`config.mk`:
```
export PLATFORM = sky130hd
export DESIGN_NAME = ad9361_dual
export DESIGN_NICKNAME = d
export VERILOG_FILES = /design/src/hdl/rf_rx_pkg.sv /design/src/hdl/stream_pkg.sv /design/src/hdl/ad9361_dual.sv /design/src/hdl/axis_pack.sv /design/src/hdl/rf_ctrl.sv /design/src/hdl/rx_cmos_if.sv
export SDC_FILE = /design/constraint.sdc
export NUM_CORES = 1
export LEC_CHECK = 0
export ABC_AREA = 1
export BUFFER_PORTS_ARGS = -buffer_cell sky130_fd_sc_hd__buf_2
export CAP_MARGIN = 25
export CORE_MARGIN = 1
export CORE_UTILIZATION = 55
export CTS_BUF_LIST = sky130_fd_sc_hd__clkbuf_2
export CTS_CLUSTER_SIZE = 20
export DETAILED_ROUTE_END_ITERATION = 12
export PLACE_DENSITY = 0.78
export SLEW_MARGIN = 20
export SYNTH_ARGS = -nofsm -noshare
export SYNTH_HDL_FRONTEND = slang
export SYNTH_SLANG_ARGS = --single-unit
```
`constraint.sdc`:
```
create_clock -name clk -period 5.8 [get_ports clk]
set_input_delay 0.29 -clock clk [delete_from_list [all_inputs] [get_ports clk]]
set_output_delay 0.29 -clock clk [all_outputs]
set_load 0.03 [all_outputs]
```
`src/hdl/rf_rx_pkg.sv`:
```
`default_nettype none

package rf_rx_pkg;

  //////////////////////////////
  // cmos bus words

  // one I or Q word as the chip drives it on p0 / p1
  localparam int SAMPLE_W = 12;

  // one channel sample after frame pairing
  typedef struct packed {
    logic                valid;
    logic [SAMPLE_W-1:0] i;
    logic [SAMPLE_W-1:0] q;
  } iq_sample_t;

  //////////////////////////////
  // power-up sequencing

  // chips on the board, a and b
  localparam int NUM_CHIPS = 2;

  // cycles from resetb high to enable high
  localparam int ENABLE_DELAY = 16;

  // wide enough to hold ENABLE_DELAY
  localparam int ENABLE_CNT_W = 5;

endpackage

`default_nettype wire

```
`src/hdl/stream_pkg.sv`:
```
`default_nettype none

package stream_pkg;

  // four channels per beat, channel 0 in the top slot
  localparam int NUM_CH = 4;

  // slot is {I sign-extended, Q sign-extended}
  localparam int SLOT_W = 32;
  localparam int HALF_W = SLOT_W / 2;
  localparam int BEAT_W = NUM_CH * SLOT_W;

  typedef struct packed {
    logic [BEAT_W-1:0] data;
    logic              last;
  } axis_beat_t;

  // output fifo
  localparam int FIFO_DEPTH = 4;
  localparam int FIFO_AW = $clog2(FIFO_DEPTH);

  // tlast period, counted in pushed beats
  localparam int BEATS_PER_PACKET = 8;
  localparam int BEAT_CNT_W = $clog2(BEATS_PER_PACKET);

endpackage

`default_nettype wire

```
`src/hdl/ad9361_dual.sv`:
```
`default_nettype none

module ad9361_dual
  import rf_rx_pkg::*, stream_pkg::*;
(
  input  logic                clk,
  input  logic                rst,
  // receive a
  input  logic                a_rx_frame_in,
  input  logic [SAMPLE_W-1:0] a_rx_data_p0,
  input  logic [SAMPLE_W-1:0] a_rx_data_p1,
  // receive b
  input  logic                b_rx_frame_in,
  input  logic [SAMPLE_W-1:0] b_rx_data_p0,
  input  logic [SAMPLE_W-1:0] b_rx_data_p1,
  // chip control
  output logic                a_data_clk,
  output logic                a_resetb,
  output logic                a_enable,
  output logic                a_txnrx,
  output logic                b_data_clk,
  output logic                b_resetb,
  output logic                b_enable,
  output logic                b_txnrx,
  // chip spi
  output logic                a_spi_sck,
  output logic                a_spi_di,
  input  logic                a_spi_do,
  output logic                a_spi_cs,
  output logic                b_spi_sck,
  output logic                b_spi_di,
  input  logic                b_spi_do,
  output logic                b_spi_cs,
  // host side
  input  logic                reset_a,
  input  logic                reset_b,
  input  logic                spi_sck,
  input  logic                spi_mosi,
  output logic                spi_miso,
  input  logic                spi_cs_a,
  input  logic                spi_cs_b,
  // stream out
  output logic                m_axis_tvalid,
  input  logic                m_axis_tready,
  output logic                m_axis_tlast,
  output logic [BEAT_W-1:0]   m_axis_tdata,
  output logic                overflow
);

  // chip a on channels 0/1, chip b on 2/3
  iq_sample_t ch [NUM_CH];

  assign a_data_clk = clk;
  assign b_data_clk = clk;

  rf_ctrl ctrl (.*);

  rx_cmos_if rx_a (
    .clk         (clk),
    .rst         (rst),
    .enable      (a_enable),
    .rx_frame_in (a_rx_frame_in),
    .rx_data_p0  (a_rx_data_p0),
    .rx_data_p1  (a_rx_data_p1),
    .ch_0        (ch[0]),
    .ch_1        (ch[1])
  );

  rx_cmos_if rx_b (
    .clk         (clk),
    .rst         (rst),
    .enable      (b_enable),
    .rx_frame_in (b_rx_frame_in),
    .rx_data_p0  (b_rx_data_p0),
    .rx_data_p1  (b_rx_data_p1),
    .ch_0        (ch[2]),
    .ch_1        (ch[3])
  );

  axis_pack pack (
    .clk           (clk),
    .rst           (rst),
    .ch_in         (ch),
    .m_axis_tready (m_axis_tready),
    .m_axis_tvalid (m_axis_tvalid),
    .m_axis_tdata  (m_axis_tdata),
    .m_axis_tlast  (m_axis_tlast),
    .overflow      (overflow)
  );

endmodule

`default_nettype wire

```
`src/hdl/axis_pack.sv`:
```
`default_nettype none

module axis_pack
  import rf_rx_pkg::*, stream_pkg::*;
(
  input  logic              clk,
  input  logic              rst,
  input  iq_sample_t        ch_in [NUM_CH],
  input  logic              m_axis_tready,
  output logic              m_axis_tvalid,
  output logic [BEAT_W-1:0] m_axis_tdata,
  output logic              m_axis_tlast,
  output logic              overflow
);

  logic [SLOT_W-1:0]     slot [NUM_CH];
  logic [NUM_CH-1:0]     fill;
  logic                  beat_done;
  axis_beat_t            beat;
  axis_beat_t            fifo_mem [FIFO_DEPTH];
  logic [FIFO_AW:0]      wr_ptr;
  logic [FIFO_AW:0]      rd_ptr;
  logic                  fifo_full;
  logic                  fifo_empty;
  logic                  push;
  logic                  pop;
  logic [BEAT_CNT_W-1:0] beat_cnt;

  // 12-bit I and Q to 16 bits each
  function automatic logic [SLOT_W-1:0] pack_slot(input iq_sample_t s);
    return {{(HALF_W - SAMPLE_W){s.i[SAMPLE_W-1]}}, s.i,
            {(HALF_W - SAMPLE_W){s.q[SAMPLE_W-1]}}, s.q};
  endfunction

  //////////////////////////////
  // slot collection

  assign beat_done = &fill;

  // a late sample just overwrites its slot
  always_ff @(posedge clk) begin
    for (int c = 0; c < NUM_CH; c++) begin
      if (ch_in[c].valid) begin
        slot[c] <= pack_slot(ch_in[c]);
      end
    end
  end

  always_ff @(posedge clk) begin
    if (rst) begin
      fill <= '0;
    end else begin
      for (int c = 0; c < NUM_CH; c++) begin
        if (ch_in[c].valid) begin
          fill[c] <= 1'b1;
        end else if (beat_done) begin
          fill[c] <= 1'b0;
        end
      end
    end
  end

  always_comb begin
    beat.last = (beat_cnt == BEAT_CNT_W'(BEATS_PER_PACKET - 1));
    for (int c = 0; c < NUM_CH; c++) begin
      beat.data[(NUM_CH - 1 - c) * SLOT_W +: SLOT_W] = slot[c];
    end
  end

  //////////////////////////////
  // output fifo

  // extra pointer bit tells full from empty
  assign fifo_empty = (wr_ptr == rd_ptr);
  assign fifo_full  = (wr_ptr[FIFO_AW] != rd_ptr[FIFO_AW]) &&
                      (wr_ptr[FIFO_AW-1:0] == rd_ptr[FIFO_AW-1:0]);
  assign push = beat_done && !fifo_full;
  assign pop  = m_axis_tvalid && m_axis_tready;

  always_ff @(posedge clk) begin
    if (push) begin
      fifo_mem[wr_ptr[FIFO_AW-1:0]] <= beat;
    end
  end

  always_ff @(posedge clk) begin
    if (rst) begin
      wr_ptr   <= '0;
      rd_ptr   <= '0;
      beat_cnt <= '0;
      overflow <= 1'b0;
    end else begin
      if (push) begin
        wr_ptr   <= wr_ptr + 1'b1;
        beat_cnt <= beat.last ? '0 : beat_cnt + 1'b1;
      end
      if (pop) begin
        rd_ptr <= rd_ptr + 1'b1;
      end
      // dropped beat, sticky until reset
      if (beat_done && fifo_full) begin
        overflow <= 1'b1;
      end
    end
  end

  assign m_axis_tvalid = !fifo_empty;
  assign m_axis_tdata  = fifo_mem[rd_ptr[FIFO_AW-1:0]].data;
  assign m_axis_tlast  = fifo_mem[rd_ptr[FIFO_AW-1:0]].last;

  // head entry must not move under a stalled sink
  a_stall_hold : assert property (@(posedge clk) disable iff (rst)
    m_axis_tvalid && !m_axis_tready |=>
      m_axis_tvalid && $stable(m_axis_tdata) && $stable(m_axis_tlast));

endmodule

`default_nettype wire

```
`src/hdl/rf_ctrl.sv`:
```
`default_nettype none

module rf_ctrl
  import rf_rx_pkg::*;
(
  input  logic clk,
  input  logic rst,
  input  logic reset_a,
  input  logic reset_b,
  output logic a_resetb,
  output logic b_resetb,
  output logic a_enable,
  output logic b_enable,
  output logic a_txnrx,
  output logic b_txnrx,
  input  logic spi_sck,
  input  logic spi_mosi,
  input  logic spi_cs_a,
  input  logic spi_cs_b,
  output logic spi_miso,
  output logic a_spi_sck,
  output logic a_spi_di,
  output logic a_spi_cs,
  output logic b_spi_sck,
  output logic b_spi_di,
  output logic b_spi_cs,
  input  logic a_spi_do,
  input  logic b_spi_do
);

  logic [NUM_CHIPS-1:0]    resetb_q;
  logic [NUM_CHIPS-1:0]    enable_q;
  logic [ENABLE_CNT_W-1:0] delay_cnt [NUM_CHIPS];

  //////////////////////////////
  // reset and enable sequencing

  // counter parks one short of the delay, enable follows on the next edge
  always_ff @(posedge clk) begin
    if (rst) begin
      resetb_q <= '0;
      enable_q <= '0;
      for (int c = 0; c < NUM_CHIPS; c++) begin
        delay_cnt[c] <= '0;
      end
    end else begin
      resetb_q <= {reset_b, reset_a};
      for (int c = 0; c < NUM_CHIPS; c++) begin
        if (!resetb_q[c]) begin
          delay_cnt[c] <= '0;
        end else if (delay_cnt[c] != ENABLE_CNT_W'(ENABLE_DELAY - 1)) begin
          delay_cnt[c] <= delay_cnt[c] + 1'b1;
        end
        enable_q[c] <= resetb_q[c] && (delay_cnt[c] == ENABLE_CNT_W'(ENABLE_DELAY - 1));
      end
    end
  end

  assign a_resetb = resetb_q[0];
  assign b_resetb = resetb_q[1];
  assign a_enable = enable_q[0];
  assign b_enable = enable_q[1];

  // receive only
  assign a_txnrx = 1'b0;
  assign b_txnrx = 1'b0;

  //////////////////////////////
  // spi steering

  assign a_spi_cs  = spi_cs_a;
  assign b_spi_cs  = spi_cs_b;
  assign a_spi_sck = spi_sck && !spi_cs_a;
  assign a_spi_di  = spi_mosi && !spi_cs_a;
  assign b_spi_sck = spi_sck && !spi_cs_b;
  assign b_spi_di  = spi_mosi && !spi_cs_b;
  assign spi_miso  = !spi_cs_a ? a_spi_do : (!spi_cs_b ? b_spi_do : 1'b0);

  // both chips would drive miso at once
  a_one_cs : assert property (@(posedge clk) disable iff (rst)
    !(!spi_cs_a && !spi_cs_b));

endmodule

`default_nettype wire

```
`src/hdl/rx_cmos_if.sv`:
```
`default_nettype none

module rx_cmos_if
  import rf_rx_pkg::*;
(
  input  logic                clk,
  input  logic                rst,
  input  logic                enable,
  input  logic                rx_frame_in,
  input  logic [SAMPLE_W-1:0] rx_data_p0,
  input  logic [SAMPLE_W-1:0] rx_data_p1,
  output iq_sample_t          ch_0,
  output iq_sample_t          ch_1
);

  logic                frame_q;
  logic                frame_prev;
  logic [SAMPLE_W-1:0] p0_q;
  logic [SAMPLE_W-1:0] p1_q;
  logic                take_0;
  logic                take_1;

  //////////////////////////////
  // pin capture

  always_ff @(posedge clk) begin
    p0_q <= rx_data_p0;
    p1_q <= rx_data_p1;
    if (rst) begin
      frame_q    <= 1'b0;
      frame_prev <= 1'b0;
    end else begin
      frame_q    <= rx_frame_in;
      frame_prev <= frame_q;
    end
  end

  //////////////////////////////
  // frame pairing

  // frame high is channel 0
  assign take_0 = frame_q;
  // low right after high is channel 1, any other low pair is idle
  assign take_1 = !frame_q && frame_prev;

  always_ff @(posedge clk) begin
    if (take_0) begin
      ch_0.i <= p0_q;
      ch_0.q <= p1_q;
    end
    if (take_1) begin
      ch_1.i <= p0_q;
      ch_1.q <= p1_q;
    end
    if (rst) begin
      ch_0.valid <= 1'b0;
      ch_1.valid <= 1'b0;
    end else begin
      ch_0.valid <= enable && take_0;
      ch_1.valid <= enable && take_1;
    end
  end

  // the packer relies on one strobe per chip per cycle
  a_one_channel : assert property (@(posedge clk) disable iff (rst)
    !(ch_0.valid && ch_1.valid));

endmodule

`default_nettype wire

```
==> metrics.yaml <==
synth_top_area_share: 0.7689
holdCritPathClass: "input pin to flip-flop"
fp.dieW_um: 206.7
yosys-top-cells-area: "edfxtp_1, dfxtp_1, nor2_1"
status: "complete, but fails checks"
violations: "design-rule violations"
initial_core_util: 0.5605
worstPathCellList: "inv_6, buf_4, nor2_1, o22ai_1, buf_2"
clkPwrFrac: 0.337
synth_area_per_cell_sq_um: 16.20
wl_per_cell_um: 18.83
netSwitchingPower_w: 0.002236
finalMaxSlewViolations: 0
antenna_found_initial: 4
relSlewSlack: 0.3138
grt_pass1_wl_um: 69350
clk_pin_slew_ns: 0.11
finalNonFillerCells: 2461
drt_drc_violations_left: 8
ys_types: 25
combinationalPowerShare: 0.072
maxClockFrequency_mhz: 239.1
peakVddDrop_v: 0.0002133
worst_slew_pin_slew_ns: 1.029
min_period_ns: 4.183
slowest_delay_ns: 0.72
ys_warn_count: 0
placement.io_buffers: 204
hold_violations: 0
finalSetupTns_ns: 0
skew_ns: 0.08414
areaGrowthSynthToFinish_pct: 16.69
grt_max_degree: 130
crit_fanout: 129
p_per_area_mw_per_mm2: 331.0
grt-ovfl-total: 0
power.leakage_nw: 9.740
synth_seq_cells: 666
detail_route.wirelength_um: 46340
clk_latency_ns: 1.17
dpl.cell_count: 2072
syn_inst: 1422
cts_tree: "done"
drive_above_1_share: 0.2530
drt-vias-per-instance: 5.322
drt_first_pass_iters: 9
seq_area_frac_synth: 0.8350
fin_crit_sh: 0.7212
vias: 13100
grt_setup_unrepaired: "no"
critPathRequiredTime_ns: 5.51
post-route-util: 0.6540
synth_top_area_cell: "edfxtp_1"
arrival_ns: 3.89
synth_area_sq_mm: 0.02304
dp_hpwl_um: 25060
postCtsHoldBufs: 113
grt_usage: 0.2198
nets: 1886
globalplace.congestion: 0.7981
maxCapViolCount: 0
cp_num_buf_inv: 3
crit_type: "flip-flop to primary output"
setup_viol: 0
cp-end-kind: "primary output"
crit_path_start_kind: "flip-flop"
slowest_stage: "buf_4"
dieArea_sq_mm: 0.04271
core-area_sq_mm: 0.04111
pwr-share-seq: 0.591
ant_nets: 0
internal_power_w: 0.006664
post-cts-setup-buffers: 0
drt_iter0_drc: 995
grt_pass1_vias: 13260
crit_family: "buffers and inverters"
swShare: 0.2512
die_y_um: 206.7
ios: 207
ctsResizeCount: 0
rows: 74
[layout make-up]
| cell class | count | area (sq um) |
|---|---|---|
| clock buffers | 235 | 1176 |
| multi-input cells | 611 | 3012 |
| fillers | 2845 | 14220 |
| clock inverters | 39 | 275.3 |
| inverters | 42 | 166.4 |
| well taps | 532 | 665.6 |
| repair buffers | 332 | 2330 |
| flip-flops and latches | 666 | 19250 |
| diodes | 4 | 10.01 |
[power by group through the flow]
stage | Clock [W] | Combinational, W | Sequential (W)
final | 0.00300 | 0.000642 | 0.00526
after global routing | 0.00332 | 0.000689 | 0.00526
after CTS | 0.00307 | 0.000643 | 0.00526
after detailed placement | 0.0000435 | 0.000584 | 0.00537
after global placement | 0.0000435 | 0.000573 | 0.00536
after floorplan | 0.0000516 | 0.000447 | 0.00534
[cell usage after synthesis, drive strengths merged]
master / n
nand3: 10
nand4: 1
o22ai: 97
nand3b: 7
nand2: 31
nor3: 2
dfxtp: 76
o21ai: 195
inv: 42
nor2: 235
clkbuf: 25
buf: 79
nor3b: 2
edfxtp: 590
conb: 1
nor4: 2
a21oi: 14
o21a: 2
ha: 11
[metrics by stage]
step                area [sq um]  setup WS (ns)  power [W]  hold WS [ns]
CTS                        26880          1.370   0.008973        0.1046
global route               26890          1.219   0.009277        0.1589
detailed placement         24300          2.456   0.005994        0.3936
finish                     26890          1.617   0.008899        0.2637
global placement           24220          2.456   0.005980        0.3920
floorplan                  23040         0.3932   0.005841        0.3177
[final timing paths]
kind	slack, ns	to	cells after the start	from
worst max-delay path	1.62	m_axis_tdata[15]	5	flip-flop
worst min-delay path	0.26	pack.beat_cnt[1]	5	rst
worst max register to register	2.93	pack.fifo_mem[1][26]	8	pack.wr_ptr[0]
worst min register to register	0.38	pack.slot[2][17]	0	rx_b.ch_0[13]
[worst min-delay path: cells and delay by family]
kind / cells / cell delay (ns)
AND/OR/NAND/NOR: 2 / 0.16
buffers and inverters: 3 / 0.92
[kinds of logic after synthesis]
logic type,Yosys count,share of synthesized area
other,1,0.0001628
buffers and inverters,146,0.03611
adder cells (fa/ha/maj),11,0.005973
AO/OA/AOI/OAI,308,0.07239
AND/OR/NAND/NOR,290,0.05039
flip-flops,666,0.8350
[sequential cells by signal (all words and copies together) (netlist names), 25 cells and up, named ones only]
name           cells
rx_b.ch_1         25
rx_a.ch_0         25
rx_a.ch_1         25
rx_b.ch_0         25
pack.slot         96
pack.fifo_mem    388
[layer usage]
layer | part of all wire | vias up | GRT usage
li1 | - | 6140 | -
met3 | 0.061 | 89 | 0.05165
met1 | 0.41 | 6374 | 0.2717
met5 | 0.00028 | - | 0
met4 | 0.027 | 2 | 0.1103
met2 | 0.51 | 492 | 0.3647
[cells in the final DEF, fill, tap and decap left out, drive strengths merged]
| master | count |
|---|---|
| edfxtp | 590 |
| nor2 | 235 |
| clkbuf | 233 |
| buf | 221 |
| o21ai | 195 |
| dlygate4sd3 | 113 |
| o22ai | 97 |
| dfxtp | 76 |
| inv | 43 |
| nand2 | 31 |
| clkinv | 29 |
| a21oi | 14 |
| ha | 11 |
| nand3 | 10 |
| nand3b | 7 |
| clkinvlp | 5 |
| diode | 4 |
| bufinv | 4 |
| o21a | 2 |
| nor3b | 2 |
| nor4 | 2 |
| nor3 | 2 |
| conb | 2 |
| nand4 | 1 |
No activity file was read; power rests on OpenSTA's default activity.
